## src/source/msp430Pkg.sv

```systemverilog
// Word-wide MSP430 subset; byte mode, DADD, PUSH, CALL and RETI are absent
// Opcode values apply to the byte-swapped instruction word
package msp430Pkg;

   typedef logic [15:0] word_t;
   typedef logic [3:0]  regAddr_t;
   typedef logic [5:0]  funcSel_t;
   // Status flags packed as V, N, Z, C
   typedef logic [3:0]  flags_t;

   localparam int FLAG_V = 3;
   localparam int FLAG_N = 2;
   localparam int FLAG_Z = 1;
   localparam int FLAG_C = 0;

   // First fetch address after reset
   localparam word_t RESET_PC = 16'h0000;
   // Lowest implemented register
   localparam regAddr_t LOW_REG = 4'd4;

   // Format I opcodes in bits 15:12
   localparam logic [3:0] OP_MOV  = 4'h4;
   localparam logic [3:0] OP_ADD  = 4'h5;
   localparam logic [3:0] OP_ADDC = 4'h6;
   localparam logic [3:0] OP_SUBC = 4'h7;
   localparam logic [3:0] OP_SUB  = 4'h8;
   localparam logic [3:0] OP_CMP  = 4'h9;
   localparam logic [3:0] OP_BIT  = 4'hB;
   localparam logic [3:0] OP_BIC  = 4'hC;
   localparam logic [3:0] OP_BIS  = 4'hD;
   localparam logic [3:0] OP_XOR  = 4'hE;
   localparam logic [3:0] OP_AND  = 4'hF;
   // Format II words start with 0001 in bits 15:12
   localparam logic [3:0] OP_FMT2 = 4'h1;
   // Format II opcodes in bits 15:7
   localparam logic [8:0] OP_RRC  = 9'h020;
   localparam logic [8:0] OP_SWPB = 9'h021;
   localparam logic [8:0] OP_RRA  = 9'h022;
   localparam logic [8:0] OP_SXT  = 9'h023;
   // Jump prefix in bits 15:13
   localparam logic [2:0] OP_JUMP = 3'b001;

   // Jump codes are 001 followed by the condition bits
   localparam funcSel_t FS_JNE  = 6'h08;
   localparam funcSel_t FS_JEQ  = 6'h09;
   localparam funcSel_t FS_JNC  = 6'h0A;
   localparam funcSel_t FS_JC   = 6'h0B;
   localparam funcSel_t FS_JN   = 6'h0C;
   localparam funcSel_t FS_JGE  = 6'h0D;
   localparam funcSel_t FS_JL   = 6'h0E;
   localparam funcSel_t FS_JMP  = 6'h0F;
   localparam funcSel_t FS_MOV  = 6'h10;
   localparam funcSel_t FS_ADD  = 6'h11;
   localparam funcSel_t FS_ADDC = 6'h12;
   localparam funcSel_t FS_SUBC = 6'h13;
   localparam funcSel_t FS_SUB  = 6'h14;
   localparam funcSel_t FS_CMP  = 6'h15;
   localparam funcSel_t FS_BIT  = 6'h16;
   localparam funcSel_t FS_BIC  = 6'h17;
   localparam funcSel_t FS_BIS  = 6'h18;
   localparam funcSel_t FS_XOR  = 6'h19;
   localparam funcSel_t FS_AND  = 6'h1A;
   localparam funcSel_t FS_RRC  = 6'h20;
   localparam funcSel_t FS_SWPB = 6'h21;
   localparam funcSel_t FS_RRA  = 6'h22;
   localparam funcSel_t FS_SXT  = 6'h23;

   typedef enum logic [2:0] {IDLE, WAIT_WORD, WAIT_IMM, EXEC, WAIT_DONE} decState_t;

endpackage

```

## src/source/coreIfs.sv

```systemverilog
// Internal buses of the core; only one word or instruction is in flight
interface fetchIf;
   import msp430Pkg::*;

   // Decoder side
   logic       wordReq;
   logic       redirect;
   // Jump offset in words, sign-extended by the fetch unit
   logic [9:0] offset;
   // Fetch side
   logic       wordValid;
   word_t      word;
   word_t      pc;

   modport decoder (output wordReq, redirect, offset, input wordValid, word, pc);
   modport fetcher (input wordReq, redirect, offset, output wordValid, word, pc);
endinterface

interface execIf;
   import msp430Pkg::*;

   logic     start;
   funcSel_t fs;
   regAddr_t srcReg;
   regAddr_t dstReg;
   logic     useImm;
   word_t    immediate;
   logic     regWrite;
   // done trails start by one cycle, taken is valid with done
   logic     done;
   logic     taken;

   modport decoder (output start, fs, srcReg, dstReg, useImm, immediate, regWrite,
                    input done, taken);
   modport alu (input start, fs, dstReg, useImm, immediate, regWrite, output done, taken);
   modport regs (input srcReg, dstReg, regWrite, done);
endinterface

```

## src/source/funcUnit.sv

```systemverilog
// Word-wide ALU with MSP430 flag rules; result and flags register on start
// done and taken follow start by one cycle
module funcUnit
   (input  logic                clk,
    input  logic                rstN,
    execIf.alu                  exec,
    input  msp430Pkg::word_t    rdA,
    input  msp430Pkg::word_t    rdB,
    output msp430Pkg::word_t    wbData,
    output logic                wbValid,
    output msp430Pkg::regAddr_t wbReg,
    output msp430Pkg::flags_t   flags);

   import msp430Pkg::*;

   // Source operand, immediate word or register
   word_t       srcOp;
   // Second adder input, inverted for subtraction
   word_t       addB;
   logic        carryIn;
   logic [16:0] sum;
   word_t       result;
   flags_t      nextFlags;
   // Jump condition against the current flags
   logic        condMet;

   assign srcOp = exec.useImm ? exec.immediate : rdA;

   // Subtraction runs as dst + ~src + carry-in
   always_comb
   begin
      addB    = srcOp;
      carryIn = 1'b0;
      case (exec.fs)
         FS_ADDC:
            carryIn = flags[FLAG_C];
         FS_SUB, FS_CMP:
         begin
            addB    = ~srcOp;
            carryIn = 1'b1;
         end
         FS_SUBC:
         begin
            addB    = ~srcOp;
            carryIn = flags[FLAG_C];
         end
         default:
            carryIn = 1'b0;
      endcase
   end

   assign sum = {1'b0, rdB} + {1'b0, addB} + {16'h0, carryIn};

   always_comb
   begin
      result    = rdB;
      nextFlags = flags;
      case (exec.fs)
         FS_MOV:
            result = srcOp;
         FS_ADD, FS_ADDC, FS_SUB, FS_SUBC, FS_CMP:
         begin
            result    = sum[15:0];
            // Overflow when both inputs share a sign the result lacks
            nextFlags = {(rdB[15] == addB[15]) && (result[15] != rdB[15]), result[15],
                         result == 16'h0, sum[16]};
         end
         FS_BIT, FS_AND:
         begin
            result    = srcOp & rdB;
            nextFlags = {1'b0, result[15], result == 16'h0, result != 16'h0};
         end
         FS_BIC:
            result = rdB & ~srcOp;
         FS_BIS:
            result = rdB | srcOp;
         FS_XOR:
         begin
            result    = srcOp ^ rdB;
            nextFlags = {srcOp[15] & rdB[15], result[15], result == 16'h0, result != 16'h0};
         end
         // Format II works on its single operand, read through rdA
         FS_RRC:
         begin
            result    = {flags[FLAG_C], srcOp[15:1]};
            nextFlags = {1'b0, result[15], result == 16'h0, srcOp[0]};
         end
         FS_RRA:
         begin
            result    = {srcOp[15], srcOp[15:1]};
            nextFlags = {1'b0, result[15], result == 16'h0, srcOp[0]};
         end
         FS_SWPB:
            result = {srcOp[7:0], srcOp[15:8]};
         FS_SXT:
         begin
            result    = {{8{srcOp[7]}}, srcOp[7:0]};
            nextFlags = {1'b0, result[15], result == 16'h0, result != 16'h0};
         end
         // Jump codes leave the flags alone
         default:
            result = rdB;
      endcase
   end

   always_comb
   begin
      case (exec.fs)
         FS_JNE:  condMet = !flags[FLAG_Z];
         FS_JEQ:  condMet = flags[FLAG_Z];
         FS_JNC:  condMet = !flags[FLAG_C];
         FS_JC:   condMet = flags[FLAG_C];
         FS_JN:   condMet = flags[FLAG_N];
         FS_JGE:  condMet = !(flags[FLAG_N] ^ flags[FLAG_V]);
         FS_JL:   condMet = flags[FLAG_N] ^ flags[FLAG_V];
         FS_JMP:  condMet = 1'b1;
         default: condMet = 1'b0;
      endcase
   end

   always_ff @(posedge clk)
   begin
      if (!rstN)
      begin
         exec.done  <= 1'b0;
         exec.taken <= 1'b0;
         wbValid    <= 1'b0;
         wbData     <= '0;
         wbReg      <= '0;
         flags      <= '0;
      end
      else
      begin
         exec.done  <= exec.start;
         exec.taken <= exec.start && condMet;
         // Only writing instructions report a write-back
         wbValid    <= exec.start && exec.regWrite;
         if (exec.start)
         begin
            wbData <= result;
            wbReg  <= exec.dstReg;
            flags  <= nextFlags;
         end
      end
   end

endmodule

```

## src/source/instrDecoder.sv

```systemverilog
// Register and immediate source modes only; other modes are skipped as no-ops
// ROM words arrive with the low-address byte in bits 15:8
module instrDecoder
   (input  logic     clk,
    input  logic     rstN,
    fetchIf.decoder  fetch,
    execIf.decoder   exec);

   import msp430Pkg::*;

   decState_t state;
   // Word with bytes put back in order
   word_t     instr;
   logic [1:0] asBits;
   logic      adBit;
   funcSel_t  decFs;
   regAddr_t  decSrc;
   regAddr_t  decDst;
   logic      decWrite;
   logic      decImm;
   logic      decKnown;

   assign instr  = {fetch.word[7:0], fetch.word[15:8]};
   assign asBits = instr[5:4];
   assign adBit  = instr[7];

   // One cycle of start per instruction
   assign exec.start = (state == EXEC);

   // Format and function decode of the word on the fetch bus
   always_comb
   begin
      decFs    = FS_MOV;
      decSrc   = instr[11:8];
      decDst   = instr[3:0];
      decWrite = 1'b1;
      decImm   = 1'b0;
      decKnown = 1'b1;
      if (instr[15:13] == OP_JUMP)
      begin
         // Jump codes share the 001 prefix
         decFs    = {OP_JUMP, instr[12:10]};
         decWrite = 1'b0;
      end
      else if (instr[15:12] == OP_FMT2)
      begin
         // Single operand works in place
         decSrc = instr[3:0];
         case (instr[15:7])
            OP_RRC:  decFs = FS_RRC;
            OP_SWPB: decFs = FS_SWPB;
            OP_RRA:  decFs = FS_RRA;
            OP_SXT:  decFs = FS_SXT;
            default: decKnown = 1'b0;
         endcase
         if (asBits != 2'b00)
            decKnown = 1'b0;
      end
      else
      begin
         case (instr[15:12])
            OP_MOV:  decFs = FS_MOV;
            OP_ADD:  decFs = FS_ADD;
            OP_ADDC: decFs = FS_ADDC;
            OP_SUBC: decFs = FS_SUBC;
            OP_SUB:  decFs = FS_SUB;
            OP_CMP:  decFs = FS_CMP;
            OP_BIT:  decFs = FS_BIT;
            OP_BIC:  decFs = FS_BIC;
            OP_BIS:  decFs = FS_BIS;
            OP_XOR:  decFs = FS_XOR;
            OP_AND:  decFs = FS_AND;
            default: decKnown = 1'b0;
         endcase
         // Compare and test only touch the flags
         if (instr[15:12] == OP_CMP || instr[15:12] == OP_BIT)
            decWrite = 1'b0;
         // As 11 with R0 is #imm, the next word
         decImm = (asBits == 2'b11) && (instr[11:8] == 4'd0);
         if (adBit || !(asBits == 2'b00 || decImm))
            decKnown = 1'b0;
      end
   end

   // Sequencing and fetch requests
   always_ff @(posedge clk)
   begin
      if (!rstN)
      begin
         state          <= IDLE;
         fetch.wordReq  <= 1'b0;
         fetch.redirect <= 1'b0;
      end
      else
      begin
         fetch.wordReq  <= 1'b0;
         fetch.redirect <= 1'b0;
         case (state)
            IDLE:
            begin
               fetch.wordReq <= 1'b1;
               state         <= WAIT_WORD;
            end
            WAIT_WORD:
            begin
               if (fetch.wordValid)
               begin
                  if (!decKnown)
                     fetch.wordReq <= 1'b1;
                  else if (decImm)
                  begin
                     // Source operand follows in the next word
                     fetch.wordReq <= 1'b1;
                     state         <= WAIT_IMM;
                  end
                  else
                     state <= EXEC;
               end
            end
            WAIT_IMM:
            begin
               if (fetch.wordValid)
                  state <= EXEC;
            end
            EXEC:
               state <= WAIT_DONE;
            WAIT_DONE:
            begin
               if (exec.done)
               begin
                  // taken is only raised for jump codes
                  fetch.redirect <= exec.taken;
                  fetch.wordReq  <= 1'b1;
                  state          <= WAIT_WORD;
               end
            end
            default:
               state <= IDLE;
         endcase
      end
   end

   // Instruction fields held until the next instruction word
   always_ff @(posedge clk)
   begin
      if (state == WAIT_WORD && fetch.wordValid && decKnown)
      begin
         exec.fs       <= decFs;
         exec.srcReg   <= decSrc;
         exec.dstReg   <= decDst;
         exec.regWrite <= decWrite;
         exec.useImm   <= decImm;
         fetch.offset  <= instr[9:0];
      end
      // Immediate uses the same byte order as instructions
      if (state == WAIT_IMM && fetch.wordValid)
         exec.immediate <= instr;
   end

endmodule

```

## src/source/instrFetch.sv

```systemverilog
// Four-phase ROM master; a new memReq waits until memAck has gone low
// Redirect must only arrive while no word is outstanding
module instrFetch
   (input  logic             clk,
    input  logic             rstN,
    fetchIf.fetcher          fetch,
    output logic             memReq,
    output msp430Pkg::word_t memAddr,
    input  logic             memAck,
    input  msp430Pkg::word_t memData);

   import msp430Pkg::*;

   // Request seen from the decoder but not yet on the ROM port
   logic  reqPending;
   // Jump distance in bytes
   word_t jumpStep;

   assign jumpStep = {{5{fetch.offset[9]}}, fetch.offset, 1'b0};

   // Address follows pc, which only moves once memReq is released
   assign memAddr = fetch.pc;

   always_ff @(posedge clk)
   begin
      if (!rstN)
      begin
         memReq          <= 1'b0;
         reqPending      <= 1'b0;
         fetch.wordValid <= 1'b0;
         fetch.pc        <= RESET_PC;
      end
      else
      begin
         // One pulse per completed handshake
         fetch.wordValid <= memReq && memAck;

         if (fetch.wordReq)
            reqPending <= 1'b1;

         if (memReq && memAck)
         begin
            // Release the request, the word is captured below
            memReq   <= 1'b0;
            fetch.pc <= fetch.pc + 16'd2;
         end
         else if (!memReq && reqPending && !memAck)
         begin
            // Previous handshake fully closed
            memReq     <= 1'b1;
            reqPending <= 1'b0;
         end

         // pc already points past the jump word
         if (fetch.redirect)
            fetch.pc <= fetch.pc + jumpStep;
      end
   end

   // Sample data in the cycle the acknowledge is first seen
   always_ff @(posedge clk)
   begin
      if (memReq && memAck)
         fetch.word <= memData;
   end

endmodule

```

## src/source/msp430Core.sv

```systemverilog
// Core top level with one instruction in flight and the ROM behind a four-phase req/ack port
// Programs must keep to R4 to R15; write-back and flags leave through plain ports
module msp430Core
   (input  logic                clk,
    input  logic                rstN,
    output logic                memReq,
    output msp430Pkg::word_t    memAddr,
    input  logic                memAck,
    input  msp430Pkg::word_t    memData,
    output logic                wbValid,
    output msp430Pkg::regAddr_t wbReg,
    output msp430Pkg::word_t    wbData,
    output msp430Pkg::flags_t   flags);

   import msp430Pkg::*;

   // Register reads for the function unit
   word_t rdA;
   word_t rdB;

   fetchIf fetchBus ();
   execIf  execBus ();

   instrFetch u_instrFetch
      (.clk     (clk),
       .rstN    (rstN),
       .fetch   (fetchBus.fetcher),
       .memReq  (memReq),
       .memAddr (memAddr),
       .memAck  (memAck),
       .memData (memData));

   instrDecoder u_instrDecoder
      (.clk   (clk),
       .rstN  (rstN),
       .fetch (fetchBus.decoder),
       .exec  (execBus.decoder));

   // Write data comes back from the function unit
   regFile u_regFile
      (.clk    (clk),
       .rstN   (rstN),
       .exec   (execBus.regs),
       .wbData (wbData),
       .rdA    (rdA),
       .rdB    (rdB));

   // Function unit drives write-back and flags onto the top-level ports
   funcUnit u_funcUnit
      (.clk     (clk),
       .rstN    (rstN),
       .exec    (execBus.alu),
       .rdA     (rdA),
       .rdB     (rdB),
       .wbData  (wbData),
       .wbValid (wbValid),
       .wbReg   (wbReg),
       .flags   (flags));

endmodule

```

## src/source/regFile.sv

```systemverilog
// R4 to R15 only; reads of R0 to R3 return zero and writes to them are dropped
module regFile
   (input  logic             clk,
    input  logic             rstN,
    execIf.regs              exec,
    input  msp430Pkg::word_t wbData,
    output msp430Pkg::word_t rdA,
    output msp430Pkg::word_t rdB);

   import msp430Pkg::*;

   word_t regs [LOW_REG:15];
   logic  writeEn;

   // Write-back lands in the done cycle
   assign writeEn = exec.done && exec.regWrite && (exec.dstReg >= LOW_REG);

   // Asynchronous read, sampled by the function unit on start
   assign rdA = (exec.srcReg >= LOW_REG) ? regs[exec.srcReg] : '0;
   assign rdB = (exec.dstReg >= LOW_REG) ? regs[exec.dstReg] : '0;

   always_ff @(posedge clk)
   begin
      if (!rstN)
      begin
         for (int i = LOW_REG; i <= 15; i++)
            regs[i] <= '0;
      end
      else if (writeEn)
         regs[exec.dstReg] <= wbData;
   end

endmodule

```

## config.mk

```make
export PLATFORM = sky130hd
export DESIGN_NAME = msp430Core
export DESIGN_NICKNAME = d
export VERILOG_FILES = /design/src/source/msp430Pkg.sv /design/src/source/coreIfs.sv /design/src/source/funcUnit.sv /design/src/source/instrDecoder.sv /design/src/source/instrFetch.sv /design/src/source/msp430Core.sv /design/src/source/regFile.sv
export SDC_FILE = /design/constraint.sdc
export NUM_CORES = 1
export LEC_CHECK = 0
export BUFFER_PORTS_ARGS = -buffer_cell sky130_fd_sc_hd__buf_2
export CAP_MARGIN = 20
export CORE_MARGIN = 2
export CORE_UTILIZATION = 55
export DETAILED_ROUTE_END_ITERATION = 16
export GPL_ROUTABILITY_DRIVEN = 0
export PLACE_DENSITY_LB_ADDON = 0.2
export SYNTH_ARGS = -nofsm -noshare
export SYNTH_HDL_FRONTEND = slang
export SYNTH_SLANG_ARGS = --single-unit
export TNS_END_PERCENT = 1
```

## constraint.sdc

```tcl
create_clock -name clk -period 4.9 [get_ports clk]
set_input_delay 0.735 -clock clk [delete_from_list [all_inputs] [get_ports clk]]
set_output_delay 0.735 -clock clk [all_outputs]
set_load 0.02 [all_outputs]
```

# Word level (Yosys, flattened, before mapping)
# Memories as Yosys holds them, arrays and structs flattened. A register that Yosys moved wholly into a read port is not among the register bits.
# Cells that the tools add are included.
[totals]
latchBits = 0
input_bits = 19
mem_bits_rw = 192
mem_bits_ro = 0
n_memories = 1
elab_cells = 185
register_bits = 109
[mem_list]
columns = ["memory", "depth", "width", "read_ports", "rd_clocked_by_memory_dff", "write_ports", "line_no", "source"]
rows = [
  ["u_regFile.regs", 12, 16, 2, 2, 12, "regFile.sv:12", "word_t regs [LOW_REG:15];"],
]
[op_classes]
mux = 49
reduce_logical = 48
n_addsub = 4
mul = 0
n_eq_ne = 51
div = 0
n_shift = 0
n_bitwise = 8
magnitude_cmp = 2
[ops]
columns = ["cell", "count"]
rows = [
  ["one-hot mux 16 bit (10 select lines)", 1],
  ["2-to-1 mux 16 bit", 7],
  ["logical NOT 16 bit", 6],
  ["equality test 6 x 5 -> 1 bit, second input constant", 11],
  ["equality test 6 x 4 -> 1 bit, second input constant", 8],
  ["nonzero test 16 bit", 3],
  ["one-hot mux 4 bit (10 select lines)", 1],
  ["equality test 9 x 6 -> 1 bit, second input constant", 4],
  ["bitwise AND 16 bit", 2],
  ["equality test 4 bit, second input constant", 7],
  ["equality test 6 bit, second input constant", 4],
  ["one-hot mux 4 bit (6 select lines)", 1],
  ["one-hot mux 6 bit (4 select lines)", 1],
  ["2-to-1 mux 1 bit", 23],
  ["2-to-1 mux 4 bit", 5],
  ["adder 16 x 16 -> 17 bit", 1],
  ["adder 17 x 1 -> 17 bit", 1],
  ["adder 16 bit", 1],
  ["adder 16 x 2 -> 16 bit, second input constant", 1],
  ["equality test 4 x 3 -> 1 bit, second input constant", 4],
  ["NOT 16 bit", 1],
  ["bitwise OR 16 bit", 1],
  ["OR reduction 16 bit", 1],
  ["XOR 16 bit", 1],
  ["other kinds (35)", 66],
]

# Logic depth before layout (Yosys ltp)
[depth]
word_depth = 11
ltp_mapped = 21
ltp_nobuf = 16

# Modules after synthesis
# From an unflattened synthesis, not the netlist that was laid out.
[unflattened]
hier_cells = 1608
hier_area_um2 = 17849.6
[modules_own_cells]
columns = ["mod", "cells_each", "instances", "seq_area_each_um2", "area_per_inst_um2"]
rows = [
  ["regFile", 759, 1, 5765.5, 10029.6],
  ["funcUnit", 519, 1, 540.5, 4018.9],
  ["instrFetch", 196, 1, 840.8, 1965.6],
  ["instrDecoder", 134, 1, 1241.2, 1835.5],
]

# Worst setup path before layout
# No wires, ideal clock.
[synth_timing]
path_kind = "reg-to-reg"
start = "register with a tool-made name"
end = "register u_funcUnit.flags[1]"
n_path_buf = 2
stages_incl_launch_ff = 15
arrival_ns = 4.742
slack_ns = 0.097
period_less_slack_ns = 4.803
t_required_ns = 4.839
cell_sequence = "dfxtp_1 clkbuf_1 buf_1 mux4_2 mux4_2 nor2b_1 fa_1 a211oi_1 o21bai_1 and2_1 a2111oi_0 xnor2_1 or3_1 nor4_1 o221a_1"
[synth_rtl]
columns = ["element", "line_no", "source"]
rows = [
  ["end signal, assigned", "funcUnit.sv:142", "flags <= nextFlags;"],
  ["end, declared", "funcUnit.sv:12", "output msp430Pkg::flags_t flags);"],
]

==> results.md <==
- Setup Crit Path Kind: flip-flop to flip-flop
- Xor and xnor fraction of the mapped netlist area: 0.0168
- Die X: between 150 and 200 um
- Routed WL: 62300 um
- Number of clock sinks: roughly 370
- Row cnt: between 70 and 80
- Mux contribution to synthesized area: 0.168
- Worst-Skew Late Latency: ~0.58 ns
- Compound-gate portion of the synthesized area: 0.0979
- Leakage power: 0.00913 uW
- Nets: about 1900
- Clock edge transition at the registers on the reported setup and hold paths: 0.06 ns
- Total die area: 39400 um2
- DR WL/cell: 26.6 um
- # setup viols final: 0
- Number of synthesized flops with an enable pin: slightly above 300
- Maximum VDD drop: 0.267 mV
- PD cells: 291 nW/um2
- Rel. slew slack: 0.200
- Clock skew: roughly 0.013 ns
- Arr. time, crit path: 5.04 ns
- H-tree depth: 2
- Core ar.: between 30000 and 40000 um2
- Final Cell Area: 23700 um2
- Synth warn: 0
- Min cycle time layout: between 4 and 5 ns
- Top FF cell, synth: edfxtp_1
- ANT nets after route: 0
- Share of cells above drive strength 1: 0.214
- DRT iter0 DRCs: between 1500 and 2000
- Layout Area Growth over Synthesis: 13.8%
- Initial Util: 0.555
- Vias per cell: between 6 and 7
- DP HPWL: approximately 42000 um
- Hold Slack: 0.331 ns
- Remaining DRCs: 0
- Pin count of the biggest net entering global routing: 50
- Cells after Synth: about 1700
- Adder-Cell Fraction of Synth Area: 0.0491
- GRT Overall Usage: 0.322
- Pre-CTS WS: between 0.2 and 0.25 ns
- Vias: roughly 15000
- # IOs: around 60
- Clock buffer depth: 3
- DRT Pass-1 Iters: 6
- Type of the worst min-delay path: input port to flip-flop
- Post-Syn Area: roughly 21000 um2
- Yosys reg bits: roughly 370
- CTS root buffer: clkbuf_16
- Synth Area in Simple Gates: 0.132
- Fmax achieved: 215 MHz
- Crit. End Element: flip-flop
- Final setup margin: about 0.26 ns
- Ys async rst share: 0
- Worst slew pin tran: 1.20 ns
- Final Hold Viols: 0
- Num CTS Buffers: 40
- Run status: completed
- CTS tree: done
- Die height: 199 um
- DP Area: around 22000 um2
- Crit-path max FO: 24
- Max Cap Viol: 0
- Cell Count, Final, Fillers Out: between 2000 and 2500
- Dpl cells: 2265
- Initial antenna violation count: 2
- Global-route wire length before repair: around 92000 um
- Setup crit start kind: flip-flop
- Diodes inserted: 0
- Mean post-synth cell area: roughly 13 um2
- Vias in the first global route: 14600
- Required time worst endpoint: 5.30 ns
- Cell variety after synth: just over 70
- Remaining global-route overflow: 0
- Fin util: 0.632
- Largest family of logic cells by synthesized area: multiplexers
- PortBufs: 59
- Period utilization: 0.947
- Seq/Total Area, Yosys: 0.503
- Max-slew violation count: 0
## logic make-up after synthesis
group | after synthesis
and+or+nand+nor | 498
DFF | 368
AOI/OAI and AO/OA | 302
muxes | 201
buffers and inverters | 170
adders and majority gates | 80
xor gates and xnor gates | 40
other | 1
## sequential cells by signal, indices dropped and copies added, names as in the netlist, 6 cells and up, named ones only
name	cells
u_regFile.regs	256
u_instrDecoder.fetch.offset	10
u_instrDecoder.exec.fs	6
u_instrFetch.fetch.pc	15
u_instrDecoder.exec.immediate	16
u_instrFetch.fetch.word	16
u_funcUnit.wbData	16
## cell type report
type	instances	area (um2)
fillers	2920	13800
inverters	49	184
flip-flops and latches	368	10500
clock buffers	49	1030
well taps	511	639
clock inverters	25	312
repair buffers	151	1020
multi-input cells	1186	10000
## layer usage
layer  track usage  vias to the layer above  share of wire  wire, um
li1              -                     6523              -         -
met1         0.443                     7482           0.40     24600
met4         0.156                        0          0.052      3260
met3        0.0614                      201          0.097      6030
met5             0                        -              0         0
met2         0.496                      960           0.46     28300
## synth_stat cells, drive strengths merged, types with 15 or more instances
library cell	count	area share
edfxtp	310	0.45
and2	215	0.065
mux4	117	0.13
clkbuf	94	0.017
o21ai	82	0.020
ha	77	0.046
nand2	76	0.014
mux2i	62	0.030
nor2	60	0.011
dfxtp	58	0.056
inv	49	0.0088
a21oi	46	0.011
nor2b	28	0.0084
a22oi	27	0.0097
buf	27	0.0070
nand3	26	0.0062
mux2	22	0.012
nand2b	22	0.0066
xnor2	22	0.0093
xor2	18	0.0076
nor3	17	0.0041
a221oi	15	0.0066
o22ai	15	0.0045
## worst max-delay path: stages (launching register included)
cell and delay [ns]:
dfxtp_4 0.49, buf_12 0.25, buf_4 0.35, mux4_2 0.55, nor2_1 0.16, a2111oi_0 0.12, buf_4 0.17, a221oi_2 0.40
xnor2_1 0.15, ha_1 0.24, or3_1 0.32, a211o_1 0.30, a41o_1 0.32, xor2_1 0.18, a2111oi_2 0.36, a311oi_1 0.07
## stage by stage
stage	setup TNS (ns)	power, uW
after global routing	-0.00402	7070
final	0	6900
after CTS	0	6920
after global placement	0	3810
after floorplan	0	3710
after detailed placement	0	3820
## final timing paths
path	from	to	slack (ns)	cells after the start
max	flip-flop	u_funcUnit.wbData[15]$_SDFFE_PN0P_	0.26	15
min	memData[15]	u_instrFetch.fetch.word[15]$_DFFE_PP_	0.33	1
min reg2reg	u_funcUnit.wbReg[1]$_SDFFE_PN0P_	u_funcUnit.wbReg[1]$_SDFFE_PN0P_	0.47	2
max reg2reg	flip-flop	u_funcUnit.wbData[15]$_SDFFE_PN0P_	0.26	15
## power by group
part,internal (uW),switching (uW),total (uW)
sequential,3460,51.7,3510
clock,1840,1300,3140
combinational,104,151,255
total,5400,1500,6900
## repair_timing
item,4_1_cts,5_1_grt
setup buffers,0,0
hold endpoints to repair,0,0
gates resized for setup,0,7
setup endpoints to repair,0,3
hold buffers,0,0
## cells in the final DEF, fill, tap and decap left out, types with 9 or more instances in the layout
master and n:
a21oi_1 44, o22ai_1 15, a21boi_0 9, mux4_2 117, o21a_1 9, nor2_1 54
a22oi_1 27, xor2_1 18, nor3_1 14, o21ai_0 63, edfxtp_1 310, clkbuf_1 9
a211oi_1 10, nand3_1 26, a221oi_1 14, nor4_1 10, xnor2_1 22, inv_1 47
clkbuf_16 40, nor2b_1 27, o21ai_1 11, buf_2 59, mux2_2 22, nand2b_1 22
and2_1 215, conb_1 65, ha_1 77, nand2_1 76, mux2i_1 62, buf_4 89
dfxtp_1 54
Power figures use the tool's default switching activity.
